### config.mk
export PLATFORM = sky130hd
export DESIGN_NAME = hci_top
export DESIGN_NICKNAME = d
export VERILOG_FILES = /design/src/source/hci_pkg.sv /design/src/source/hci_queue_if.sv /design/src/source/hci_top.sv /design/src/source/hci_csr_response.sv /design/src/source/hci_queue.sv /design/src/source/hci_csr_regs.sv /design/src/source/hci_csr_decode.sv
export SDC_FILE = /design/constraint.sdc
export NUM_CORES = 1
export LEC_CHECK = 0
export ABC_AREA = 1
export BUFFER_PORTS_ARGS = -buffer_cell sky130_fd_sc_hd__buf_2
export CAP_MARGIN = 20
export CORE_AREA = 5 5 291 293
export CTS_CLUSTER_DIAMETER = 40
export DETAILED_ROUTE_END_ITERATION = 8
export DIE_AREA = 0 0 296 298
export PLACE_DENSITY = 0.49
export SYNTH_ARGS = -nofsm -noshare
export SYNTH_HDL_FRONTEND = slang
export SYNTH_SLANG_ARGS = --single-unit
### constraint.sdc
create_clock -name clk_i -period 4.6 [get_ports clk_i]
set_clock_uncertainty 0.15 [all_clocks]
set_input_delay 0.69 -clock clk_i [delete_from_list [all_inputs] [get_ports clk_i]]
set_output_delay 0.69 -clock clk_i [all_outputs]
set_load 0.05 [all_outputs]
### src/source/hci_pkg.sv
// ~~~~~~~~~~~~~~~~~~~~~~~~~~~~~~~~~~~~~~~~~~~~~~~~~~~~~~~~~~~~~~~~~~~~~~~~~
// Widths, CSR address map and field layout of the HCI PIO block
// Every RTL file refers to these by scoped names
// ~~~~~~~~~~~~~~~~~~~~~~~~~~~~~~~~~~~~~~~~~~~~~~~~~~~~~~~~~~~~~~~~~~~~~~~~~
`default_nettype none

package hci_pkg;

  localparam int unsigned CsrAddrW = 12;
  localparam int unsigned CsrDataW = 32;
  localparam int unsigned DevAddrW = 7;
  localparam int unsigned ThldW    = 8;

  localparam int unsigned CmdFifoDepth  = 8;
  localparam int unsigned RespFifoDepth = 8;
  // Must hold the larger depth itself, not just depth-1
  localparam int unsigned DepthW =
      $clog2((CmdFifoDepth > RespFifoDepth ? CmdFifoDepth : RespFifoDepth) + 1);

  typedef logic [CsrAddrW-1:0] csr_addr_t;
  typedef logic [CsrDataW-1:0] csr_data_t;
  typedef logic [DevAddrW-1:0] dev_addr_t;
  typedef logic [ThldW-1:0]    thld_t;
  typedef logic [DepthW-1:0]   depth_t;

  localparam csr_addr_t AddrResetCtrl    = 12'h010;
  localparam csr_addr_t AddrDevAddr      = 12'h014;
  localparam csr_addr_t AddrVirtDevAddr  = 12'h018;
  localparam csr_addr_t AddrQueueThld    = 12'h01C;
  localparam csr_addr_t AddrQueueStatus  = 12'h020;
  localparam csr_addr_t AddrCommandPort  = 12'h024;
  localparam csr_addr_t AddrResponsePort = 12'h028;

  localparam int unsigned RstCmdBit       = 0;  // RESET_CONTROL
  localparam int unsigned RstRespBit      = 1;
  localparam int unsigned ThldCmdLsb      = 0;  // QUEUE_THLD
  localparam int unsigned ThldRespLsb     = 8;
  localparam int unsigned DevAddrLsb      = 0;  // Both device address regs
  localparam int unsigned DevAddrValidBit = 31;

  // QUEUE_STATUS
  localparam int unsigned StatCmdDepthLsb  = 0;
  localparam int unsigned StatRespDepthLsb = 8;
  localparam int unsigned StatCmdFullBit   = 16;
  localparam int unsigned StatCmdEmptyBit  = 17;
  localparam int unsigned StatRespFullBit  = 18;
  localparam int unsigned StatRespEmptyBit = 19;

  typedef enum logic [2:0] {
    TgtNone,
    TgtResetCtrl,
    TgtDevAddr,
    TgtVirtDevAddr,
    TgtThld,
    TgtStatus,
    TgtCmdPort,
    TgtRespPort
  } csr_target_e;

endpackage

`default_nettype wire
### src/source/hci_queue_if.sv
// ~~~~~~~~~~~~~~~~~~~~~~~~~~~~~~~~~~~~~~~~~~~~~~~~~~~~~~~~~~~~~~~~~~~~~~~~~
// Queue and register bundles passed between the CSR blocks and the FIFOs
// ~~~~~~~~~~~~~~~~~~~~~~~~~~~~~~~~~~~~~~~~~~~~~~~~~~~~~~~~~~~~~~~~~~~~~~~~~
`timescale 1ns/100ps
`default_nettype none

interface hci_queue_if;
  logic               push;
  logic               pop;
  hci_pkg::csr_data_t wdata;
  hci_pkg::csr_data_t rdata;
  logic               full;
  logic               empty;
  hci_pkg::depth_t    depth;
  logic               flush;

  modport queue (input push, pop, wdata, flush, output rdata, full, empty, depth);
  modport ctrl  (output push, pop, wdata, flush, input full, empty);
  modport view  (input rdata, full, empty, depth);
endinterface

// Register values seen by the read path and the queues
interface hci_regs_if;
  logic               cmd_rst;
  logic               resp_rst;
  hci_pkg::thld_t     cmd_thld;
  hci_pkg::thld_t     resp_thld;
  hci_pkg::dev_addr_t dev_addr;
  logic               dev_valid;
  hci_pkg::dev_addr_t virt_addr;
  logic               virt_valid;

  modport regs (output cmd_rst, resp_rst, cmd_thld, resp_thld,
                output dev_addr, dev_valid, virt_addr, virt_valid);
  modport view (input cmd_rst, resp_rst, cmd_thld, resp_thld,
                input dev_addr, dev_valid, virt_addr, virt_valid);
endinterface

`default_nettype wire

### src/source/hci_top.sv
// ~~~~~~~~~~~~~~~~~~~~~~~~~~~~~~~~~~~~~~~~~~~~~~~~~~~~~~~~~~~~~~~~~~~~~~~~~
// HCI PIO top: CPU register port, command and response queues, address regs
// ~~~~~~~~~~~~~~~~~~~~~~~~~~~~~~~~~~~~~~~~~~~~~~~~~~~~~~~~~~~~~~~~~~~~~~~~~
`timescale 1ns/100ps
`default_nettype none

module hci_top (
  input  logic               clk_i,
  input  logic               rst_ni,
  input  logic               csr_req_i,
  input  logic               csr_wr_i,
  input  hci_pkg::csr_addr_t csr_addr_i,
  input  hci_pkg::csr_data_t csr_wdata_i,
  output logic               csr_ack_o,
  output logic               csr_err_o,
  output hci_pkg::csr_data_t csr_rdata_o,
  output logic               cmd_rvalid_o,
  input  logic               cmd_rready_i,
  output hci_pkg::csr_data_t cmd_rdata_o,
  input  logic               resp_wvalid_i,
  output logic               resp_wready_o,
  input  hci_pkg::csr_data_t resp_wdata_i,
  output logic               cmd_full_o,
  output logic               cmd_empty_o,
  output hci_pkg::depth_t    cmd_depth_o,
  output logic               cmd_thld_trig_o,
  output logic               resp_full_o,
  output logic               resp_empty_o,
  output hci_pkg::depth_t    resp_depth_o,
  output logic               resp_thld_trig_o,
  input  hci_pkg::dev_addr_t set_dasa_i,
  input  logic               set_dasa_valid_i,
  input  logic               set_dasa_virtual_i,
  input  logic               rstdaa_i
);

  hci_queue_if cmd_q ();
  hci_queue_if resp_q ();
  hci_regs_if  regs ();

  logic                 reg_we;
  hci_pkg::csr_target_e reg_target;
  hci_pkg::csr_data_t   reg_wdata;
  logic                 rsp_valid;
  logic                 rsp_err;
  hci_pkg::csr_target_e rsp_target;

  // Queues gate the controller pop on empty and push on full
  assign cmd_q.pop     = cmd_rready_i;
  assign cmd_rvalid_o  = !cmd_q.empty;
  assign cmd_rdata_o   = cmd_q.rdata;
  assign resp_q.push   = resp_wvalid_i;
  assign resp_q.wdata  = resp_wdata_i;
  assign resp_wready_o = !resp_q.full;

  assign cmd_full_o   = cmd_q.full;
  assign cmd_empty_o  = cmd_q.empty;
  assign cmd_depth_o  = cmd_q.depth;
  assign resp_full_o  = resp_q.full;
  assign resp_empty_o = resp_q.empty;
  assign resp_depth_o = resp_q.depth;

  hci_csr_decode u_decode (
    .clk_i, .rst_ni, .csr_req_i, .csr_wr_i, .csr_addr_i, .csr_wdata_i,
    .cmd_q, .resp_q,
    .reg_we_o(reg_we), .reg_target_o(reg_target), .reg_wdata_o(reg_wdata),
    .rsp_valid_o(rsp_valid), .rsp_err_o(rsp_err), .rsp_target_o(rsp_target)
  );

  hci_csr_regs u_regs (
    .clk_i, .rst_ni,
    .reg_we_i(reg_we), .reg_target_i(reg_target), .reg_wdata_i(reg_wdata),
    .set_dasa_i, .set_dasa_valid_i, .set_dasa_virtual_i, .rstdaa_i,
    .cmd_q, .resp_q, .regs
  );

  hci_queue #(.Depth(hci_pkg::CmdFifoDepth)) u_cmd_queue (
    .clk_i, .rst_ni, .q(cmd_q), .thld_i(regs.cmd_thld),
    .count_free_i(1'b1), .thld_trig_o(cmd_thld_trig_o)
  );

  hci_queue #(.Depth(hci_pkg::RespFifoDepth)) u_resp_queue (
    .clk_i, .rst_ni, .q(resp_q), .thld_i(regs.resp_thld),
    .count_free_i(1'b0), .thld_trig_o(resp_thld_trig_o)
  );

  hci_csr_response u_response (
    .clk_i, .rst_ni,
    .rsp_valid_i(rsp_valid), .rsp_err_i(rsp_err), .rsp_target_i(rsp_target),
    .resp_q, .cmd_q, .regs,
    .csr_ack_o, .csr_err_o, .csr_rdata_o
  );

endmodule

`default_nettype wire

### src/source/hci_csr_response.sv
// ~~~~~~~~~~~~~~~~~~~~~~~~~~~~~~~~~~~~~~~~~~~~~~~~~~~~~~~~~~~~~~~~~~~~~~~~~
// CPU read data, ack and error, one cycle after the request
// ~~~~~~~~~~~~~~~~~~~~~~~~~~~~~~~~~~~~~~~~~~~~~~~~~~~~~~~~~~~~~~~~~~~~~~~~~
`timescale 1ns/100ps
`default_nettype none

module hci_csr_response (
  input  logic                 clk_i,
  input  logic                 rst_ni,
  input  logic                 rsp_valid_i,
  input  logic                 rsp_err_i,
  input  hci_pkg::csr_target_e rsp_target_i,
  hci_queue_if.view            resp_q,
  hci_queue_if.view            cmd_q,
  hci_regs_if.view             regs,
  output logic                 csr_ack_o,
  output logic                 csr_err_o,
  output hci_pkg::csr_data_t   csr_rdata_o
);

  hci_pkg::csr_data_t resp_word_q;
  hci_pkg::csr_data_t rd_value;

  // Head word as it stood in the request cycle, i.e. the popped word
  always_ff @(posedge clk_i or negedge rst_ni) begin
    if (!rst_ni) begin
      resp_word_q <= '0;
    end else begin
      resp_word_q <= resp_q.rdata;
    end
  end

  always_comb begin
    rd_value = '0;
    case (rsp_target_i)
      hci_pkg::TgtResetCtrl: begin
        rd_value[hci_pkg::RstCmdBit]  = regs.cmd_rst;
        rd_value[hci_pkg::RstRespBit] = regs.resp_rst;
      end
      hci_pkg::TgtDevAddr: begin
        rd_value[hci_pkg::DevAddrValidBit]                 = regs.dev_valid;
        rd_value[hci_pkg::DevAddrLsb +: hci_pkg::DevAddrW] = regs.dev_addr;
      end
      hci_pkg::TgtVirtDevAddr: begin
        rd_value[hci_pkg::DevAddrValidBit]                 = regs.virt_valid;
        rd_value[hci_pkg::DevAddrLsb +: hci_pkg::DevAddrW] = regs.virt_addr;
      end
      hci_pkg::TgtThld: begin
        rd_value[hci_pkg::ThldCmdLsb +: hci_pkg::ThldW]  = regs.cmd_thld;
        rd_value[hci_pkg::ThldRespLsb +: hci_pkg::ThldW] = regs.resp_thld;
      end
      hci_pkg::TgtStatus: begin
        rd_value[hci_pkg::StatCmdDepthLsb +: hci_pkg::DepthW]  = cmd_q.depth;
        rd_value[hci_pkg::StatRespDepthLsb +: hci_pkg::DepthW] = resp_q.depth;
        rd_value[hci_pkg::StatCmdFullBit]   = cmd_q.full;
        rd_value[hci_pkg::StatCmdEmptyBit]  = cmd_q.empty;
        rd_value[hci_pkg::StatRespFullBit]  = resp_q.full;
        rd_value[hci_pkg::StatRespEmptyBit] = resp_q.empty;
      end
      hci_pkg::TgtRespPort: rd_value = resp_word_q;
      default:              rd_value = '0;  // Writes and unmapped
    endcase
  end

  assign csr_ack_o   = rsp_valid_i;
  assign csr_err_o   = rsp_valid_i && rsp_err_i;
  assign csr_rdata_o = (rsp_valid_i && !rsp_err_i) ? rd_value : '0;

endmodule

`default_nettype wire

### src/source/hci_queue.sv
// ~~~~~~~~~~~~~~~~~~~~~~~~~~~~~~~~~~~~~~~~~~~~~~~~~~~~~~~~~~~~~~~~~~~~~~~~~
// Circular FIFO with flush, occupancy count and threshold trigger
// Serves as both the command and the response queue
// ~~~~~~~~~~~~~~~~~~~~~~~~~~~~~~~~~~~~~~~~~~~~~~~~~~~~~~~~~~~~~~~~~~~~~~~~~
`timescale 1ns/100ps
`default_nettype none

module hci_queue #(
  parameter int unsigned Depth = 8
) (
  input  logic           clk_i,
  input  logic           rst_ni,
  hci_queue_if.queue     q,
  input  hci_pkg::thld_t thld_i,
  input  logic           count_free_i,
  output logic           thld_trig_o
);

  localparam int unsigned PtrW = (Depth > 1) ? $clog2(Depth) : 1;
  localparam logic [PtrW-1:0] LastPtr = PtrW'(Depth - 1);

  hci_pkg::csr_data_t mem [Depth];
  logic [PtrW-1:0]    wr_ptr_q;
  logic [PtrW-1:0]    rd_ptr_q;
  hci_pkg::depth_t    count_q;
  hci_pkg::depth_t    free_entries;
  logic               push_ok;
  logic               pop_ok;

  assign q.full  = (count_q == hci_pkg::depth_t'(Depth));
  assign q.empty = (count_q == '0);
  assign q.depth = count_q;
  assign q.rdata = mem[rd_ptr_q];

  // Flush beats both sides
  assign push_ok = q.push && !q.full && !q.flush;
  assign pop_ok  = q.pop && !q.empty && !q.flush;

  always_ff @(posedge clk_i) begin
    if (push_ok) begin
      mem[wr_ptr_q] <= q.wdata;
    end
  end

  always_ff @(posedge clk_i or negedge rst_ni) begin
    if (!rst_ni) begin
      wr_ptr_q <= '0;
      rd_ptr_q <= '0;
      count_q  <= '0;
    end else if (q.flush) begin
      wr_ptr_q <= '0;
      rd_ptr_q <= '0;
      count_q  <= '0;
    end else begin
      if (push_ok) begin
        wr_ptr_q <= (wr_ptr_q == LastPtr) ? '0 : wr_ptr_q + 1'b1;
      end
      if (pop_ok) begin
        rd_ptr_q <= (rd_ptr_q == LastPtr) ? '0 : rd_ptr_q + 1'b1;
      end
      case ({push_ok, pop_ok})
        2'b10:   count_q <= count_q + 1'b1;
        2'b01:   count_q <= count_q - 1'b1;
        default: count_q <= count_q;
      endcase
    end
  end

  assign free_entries = hci_pkg::depth_t'(Depth) - count_q;

  // Command side counts room, response side counts fill
  always_comb begin
    if (count_free_i) begin
      thld_trig_o = (hci_pkg::thld_t'(free_entries) >= thld_i);
    end else begin
      thld_trig_o = (thld_i != '0) && (hci_pkg::thld_t'(count_q) >= thld_i);
    end
  end

endmodule

`default_nettype wire

### src/source/hci_csr_regs.sv
// ~~~~~~~~~~~~~~~~~~~~~~~~~~~~~~~~~~~~~~~~~~~~~~~~~~~~~~~~~~~~~~~~~~~~~~~~~
// RESET_CONTROL, QUEUE_THLD and the real and virtual dynamic address regs
// Reset bits drive the queue flushes and clear themselves after one cycle
// ~~~~~~~~~~~~~~~~~~~~~~~~~~~~~~~~~~~~~~~~~~~~~~~~~~~~~~~~~~~~~~~~~~~~~~~~~
`timescale 1ns/100ps
`default_nettype none

module hci_csr_regs (
  input  logic                 clk_i,
  input  logic                 rst_ni,
  input  logic                 reg_we_i,
  input  hci_pkg::csr_target_e reg_target_i,
  input  hci_pkg::csr_data_t   reg_wdata_i,
  input  hci_pkg::dev_addr_t   set_dasa_i,
  input  logic                 set_dasa_valid_i,
  input  logic                 set_dasa_virtual_i,
  input  logic                 rstdaa_i,
  hci_queue_if.ctrl            cmd_q,
  hci_queue_if.ctrl            resp_q,
  hci_regs_if.regs             regs
);

  logic               rst_ctrl_we;
  logic               thld_we;
  logic               addr_upd;
  logic               cmd_rst_q;
  logic               resp_rst_q;
  hci_pkg::thld_t     cmd_thld_q;
  hci_pkg::thld_t     resp_thld_q;
  hci_pkg::dev_addr_t dev_addr_q;
  logic               dev_valid_q;
  hci_pkg::dev_addr_t virt_addr_q;
  logic               virt_valid_q;

  assign rst_ctrl_we = reg_we_i && (reg_target_i == hci_pkg::TgtResetCtrl);
  assign thld_we     = reg_we_i && (reg_target_i == hci_pkg::TgtThld);
  assign addr_upd    = set_dasa_valid_i || rstdaa_i;

  // High for exactly the cycle after the write
  always_ff @(posedge clk_i or negedge rst_ni) begin
    if (!rst_ni) begin
      cmd_rst_q  <= 1'b0;
      resp_rst_q <= 1'b0;
    end else begin
      cmd_rst_q  <= rst_ctrl_we && reg_wdata_i[hci_pkg::RstCmdBit];
      resp_rst_q <= rst_ctrl_we && reg_wdata_i[hci_pkg::RstRespBit];
    end
  end

  always_ff @(posedge clk_i or negedge rst_ni) begin
    if (!rst_ni) begin
      cmd_thld_q  <= '0;
      resp_thld_q <= '0;
    end else if (thld_we) begin
      cmd_thld_q  <= reg_wdata_i[hci_pkg::ThldCmdLsb +: hci_pkg::ThldW];
      resp_thld_q <= reg_wdata_i[hci_pkg::ThldRespLsb +: hci_pkg::ThldW];
    end
  end

  // RSTDAA wins over SETDASA on the selected device
  always_ff @(posedge clk_i or negedge rst_ni) begin
    if (!rst_ni) begin
      dev_addr_q   <= '0;
      dev_valid_q  <= 1'b0;
      virt_addr_q  <= '0;
      virt_valid_q <= 1'b0;
    end else if (addr_upd) begin
      if (set_dasa_virtual_i) begin
        virt_valid_q <= !rstdaa_i;
        virt_addr_q  <= rstdaa_i ? '0 : set_dasa_i;
      end else begin
        dev_valid_q <= !rstdaa_i;
        dev_addr_q  <= rstdaa_i ? '0 : set_dasa_i;
      end
    end
  end

  assign cmd_q.flush  = cmd_rst_q;
  assign resp_q.flush = resp_rst_q;

  assign regs.cmd_rst    = cmd_rst_q;
  assign regs.resp_rst   = resp_rst_q;
  assign regs.cmd_thld   = cmd_thld_q;
  assign regs.resp_thld  = resp_thld_q;
  assign regs.dev_addr   = dev_addr_q;
  assign regs.dev_valid  = dev_valid_q;
  assign regs.virt_addr  = virt_addr_q;
  assign regs.virt_valid = virt_valid_q;

endmodule

`default_nettype wire

### src/source/hci_csr_decode.sv
// ~~~~~~~~~~~~~~~~~~~~~~~~~~~~~~~~~~~~~~~~~~~~~~~~~~~~~~~~~~~~~~~~~~~~~~~~~
// CPU request decode: register strobes, queue push/pop and access errors
// Target and error are registered here and consumed by the response stage
// ~~~~~~~~~~~~~~~~~~~~~~~~~~~~~~~~~~~~~~~~~~~~~~~~~~~~~~~~~~~~~~~~~~~~~~~~~
`timescale 1ns/100ps
`default_nettype none

module hci_csr_decode (
  input  logic                 clk_i,
  input  logic                 rst_ni,
  input  logic                 csr_req_i,
  input  logic                 csr_wr_i,
  input  hci_pkg::csr_addr_t   csr_addr_i,
  input  hci_pkg::csr_data_t   csr_wdata_i,
  hci_queue_if.ctrl            cmd_q,
  hci_queue_if.ctrl            resp_q,
  output logic                 reg_we_o,
  output hci_pkg::csr_target_e reg_target_o,
  output hci_pkg::csr_data_t   reg_wdata_o,
  output logic                 rsp_valid_o,
  output logic                 rsp_err_o,
  output hci_pkg::csr_target_e rsp_target_o
);

  hci_pkg::csr_target_e target;
  logic                 access_err;

  always_comb begin
    case (csr_addr_i)
      hci_pkg::AddrResetCtrl:    target = hci_pkg::TgtResetCtrl;
      hci_pkg::AddrDevAddr:      target = hci_pkg::TgtDevAddr;
      hci_pkg::AddrVirtDevAddr:  target = hci_pkg::TgtVirtDevAddr;
      hci_pkg::AddrQueueThld:    target = hci_pkg::TgtThld;
      hci_pkg::AddrQueueStatus:  target = hci_pkg::TgtStatus;
      hci_pkg::AddrCommandPort:  target = hci_pkg::TgtCmdPort;
      hci_pkg::AddrResponsePort: target = hci_pkg::TgtRespPort;
      default:                   target = hci_pkg::TgtNone;
    endcase
  end

  // Illegal direction, unmapped, or a port that can't take the access
  always_comb begin
    case (target)
      hci_pkg::TgtNone:        access_err = 1'b1;
      hci_pkg::TgtDevAddr,
      hci_pkg::TgtVirtDevAddr,
      hci_pkg::TgtStatus:      access_err = csr_wr_i;
      hci_pkg::TgtCmdPort:     access_err = !csr_wr_i || cmd_q.full;
      hci_pkg::TgtRespPort:    access_err = csr_wr_i || resp_q.empty;
      default:                 access_err = 1'b0;
    endcase
  end

  assign cmd_q.push  = csr_req_i && csr_wr_i && !access_err &&
                       (target == hci_pkg::TgtCmdPort);
  assign cmd_q.wdata = csr_wdata_i;
  assign resp_q.pop  = csr_req_i && !csr_wr_i && !access_err &&
                       (target == hci_pkg::TgtRespPort);

  assign reg_we_o     = csr_req_i && csr_wr_i && !access_err;  // Regs pick by target
  assign reg_target_o = target;
  assign reg_wdata_o  = csr_wdata_i;

  always_ff @(posedge clk_i or negedge rst_ni) begin
    if (!rst_ni) begin
      rsp_valid_o  <= 1'b0;
      rsp_err_o    <= 1'b0;
      rsp_target_o <= hci_pkg::TgtNone;
    end else begin
      rsp_valid_o  <= csr_req_i;
      rsp_err_o    <= csr_req_i && access_err;
      // Writes carry no target so they read back zero
      rsp_target_o <= (csr_req_i && !csr_wr_i) ? target : hci_pkg::TgtNone;
    end
  end

endmodule

`default_nettype wire

==> results.yml <==
routing:
  wirelength_um: 68180
  wire_per_inst_um: 20.14
  dr.pass1.iters: 5
  vias: 16340
  dr.first_iter.drc_count: 1126
  antenna_left: 0
  viasPerCell: 4.825
  drc_errors: 0
logic_synthesis:
  synth_top_area_cell: "edfxtp_1"
  synth_nets: 2134
  ys_ff_latch: 603
  yosysTopAreaCellShare: 0.6317
  yosys_warnings: 0
  synthDistinctLibCells: 41
  syn_area_um2: 24340
  synthTopCellsByArea: "edfxtp_1 63%, dfrtp_1 9.4%, nor2_1 8.0%"
  ys_seq_area_frac: 0.7253
  postSynthCellCount: 2019
  syn_avg_cell_area_um2: 12.05
clocking:
  clkSinkCount: 603
  cts-htree-levels: 3
  cts_root_buffer: "clkbuf_16"
  clkTransAtPathRegs_ns: 0.05
  hold_buffers: 1
  cts_tree: "done"
  ctsResizeCount: 0
  clk_path_buf_depth: 3
  clk_latency_ns: 0.63
  postCtsSetupBuffers: 0
  cts_made_buffers: 96
timing:
  fmax_ghz: 0.2606
  drv_slew: 0
  fin_crit_sh: 0.8343
  setup_viol: 0
  rsz0062_at_grt: "false"
  worst_pin_slew_ns: 1.009
  fin_crit_ns: 3.838
  slew_headroom: 0.3227
  fin_ws_ns: 0.7621
  timing.setup.tns_ns: 0
  final-hold-violation-count: 0
global_route:
  overflow: 0
  grt.busiest_layer: "met2"
  grt_use_met3: 0.04104
  grt_pass1_vias: 16330
  antenna_found_initial: 14
  use_met2: 0.2463
  grt_first_pass_wirelength_um: 102500
  grt_use_total: 0.1514
  grt_use_met1: 0.1998
  grt_max_degree: 89
final_layout:
  fillers: 7912
  fin_nets: 2345
  fin_area_um2: 30070
  multi_input_area_um2: 6007
  layout-drive-gt1-share: 0.1887
  area_growth_pct: 23.56
  regArea_um2: 17660
critical_path:
  end_kind: "output port"
  critPathSlowestCell: "clkinv_2"
  cp.required_ns: 3.76
  critPathBufInv: 3
  path_cells: "clkinv_2 -> buf_4 -> o21ai_0 -> o22ai_1 -> nor2_1 -> a31oi_1 -> buf_2"
  cp-start-kind: "flop"
  crit_family: "buffers and inverters"
  cp_max_fo: 60
  cp_data_arrival_time_ns: 3.00
  max_stage_delay_ns: 0.51
  critPathKind: "flop to output port"
floorplan:
  core_um2: 81580
  initial_core_util: 0.2983
  std_cell_rows: 105
  die_area_um2: 88210
  die_x_um: 296
  ioPinCount: 174
  die_y_um: 298
placement:
  io_buffers: 173
  dp_slack_ns: 1.074
  placed_area_um2: 26720
  dp_hpwl_um: 41510
  gp_congestion: 0.7786
run:
  drv_cap: 0
min_path:
  hold_class: "primary input to flop"
power:
  p_per_area_nw_per_um2: 597.2
  power.leakage_nw: 10.93
  irDropWorstVdd_mv: 0.2782
outcome:
  status: "finished, final reports clean"
[cell families (layout without fill, tap and decap cells)]
group	Yosys count	count (layout)	share of synthesized area
AND/OR/NAND/NOR	692	692	0.1136
flip-flops	603	603	0.7253
multiplexers	14	14	0.007404
XOR/XNOR	5	5	0.001799
AO/OA/AOI/OAI	472	472	0.1066
buffers and inverters	210	501	0.03290
other	0	6	0
adder cells (fa/ha/maj)	23	23	0.01244
[final cells by class]
type,count,area share
diodes,6,0.0004993
repair buffers,220,0.04444
clock buffers,110,0.08405
well taps,1070,0.04452
inverters,103,0.01294
flip-flops and latches,603,0.5874
clock inverters,68,0.02642
multi-input cells,1206,0.1998
[final timing paths]
check,slack (ns),from,cells past startpoint,endpoint
setup / recovery,0.76,u_cmd_queue.rd_ptr_q[0],7,cmd_rdata_o[4]
hold / removal,0.07,csr_req_i,1,u_decode.rsp_valid_o
setup reg to reg,1.37,u_cmd_queue.q.depth[0],18,u_cmd_queue.q.depth[3]
hold reg to reg,0.33,u_regs.regs.virt_addr[5],2,u_regs.regs.virt_addr[5]
max in group asynchronous,2.90,rst_ni,3,u_cmd_queue.rd_ptr_q[0]
min in group asynchronous,0.40,rst_ni,2,u_response.resp_word_q[14]
[cells in the mapped netlist, drive strengths merged]
| master | n |
|---|---|
| o21ai | 303 |
| edfxtp | 512 |
| o21bai | 2 |
| buf | 11 |
| or4 | 1 |
| ha | 21 |
| a21boi | 1 |
| nor4 | 2 |
| nor2 | 524 |
| nand3 | 39 |
| inv | 103 |
| a31oi | 66 |
| nor3 | 5 |
| a221oi | 3 |
| nand4 | 14 |
| dfrtp | 91 |
| a2111oi | 2 |
| nand2 | 106 |
| a21oi | 13 |
| clkbuf | 96 |
| fa | 2 |
| nand3b | 1 |
| xor2 | 4 |
| o22ai | 70 |
| a22oi | 9 |
| a22o | 1 |
| mux2 | 14 |
| xnor2 | 1 |
| o211ai | 2 |
[worst reg2reg max path, stage by stage (launching register included)]
cell	delay [ns]
dfrtp_1	0.43
inv_1	0.15
ha_1	0.27
nand3_1	0.16
nand2_1	0.10
nand4_1	0.10
nand2_1	0.09
nor2_4	0.17
nand3_2	0.17
nand3_1	0.14
inv_1	0.10
ha_1	0.33
a21oi_1	0.17
nand2_1	0.09
xor2_1	0.21
nand4_1	0.12
nand2_1	0.10
nand3_1	0.06
nand2_1	0.08
[report_power, final]
group / switching (mW) / leakage (nW) / internal (mW)
clock network: 2.70 / 1.60 / 4.64
registers: 0.157 / 5.76 / 6.37
logic: 3.13 / 3.57 / 0.958
total: 5.99 / 10.9 / 12.0
[routing by layer]
metal	share of wire	vias to the layer above	wire length, µm
li1	-	7661	-
met1	0.43	8066	29220
met2	0.48	466	32400
met3	0.070	135	4763
met4	0.025	10	1726
met5	0.0011	-	72
[cell usage in the layout (no fill, tap or decap), drive strengths merged, types with 66 or more instances in the layout]
cell    count
dfrtp      91
inv       124
clkbuf    110
edfxtp    512
nor2      524
buf       219
o22ai      70
o21ai     303
nand2     106
a31oi      66
[flip-flops by register name, summed over array words and instances, names as in the netlist, 3 cells and up]
register                flops
u_cmd_queue.rd_ptr_q        3
u_resp_queue.mem          256
u_regs.regs.dev_addr        7
u_regs.regs.virt_addr       7
u_regs.regs.cmd_thld        8
u_regs.regs.resp_thld       8
u_response.resp_word_q     32
u_cmd_queue.wr_ptr_q        3
u_resp_queue.wr_ptr_q       3
u_resp_queue.rd_ptr_q       3
u_resp_queue.q.depth        4
u_cmd_queue.mem           256
u_cmd_queue.q.depth         4
u_decode.rsp_target_o       3
[metrics by stage]
| step | total power, mW | cells | hold slack [ns] | utilization |
|---|---|---|---|---|
| 2_1_floorplan | 9.429 | 2019 | 0.2444 | - |
| 3_5_place_dp | 10.79 | 3200 | 0.3237 | 0.3275 |
| 6_report | 17.96 | 3386 | 0.07252 | 0.3686 |
| 5_1_grt | 18.81 | 3380 | 0.03924 | 0.3684 |
| 4_1_cts | 18.21 | 3379 | 0.03584 | 0.3683 |
| 3_3_place_gp | 10.72 | 3200 | 0.3176 | 0.3275 |
Note: power is estimated with default switching activity, not from simulation.
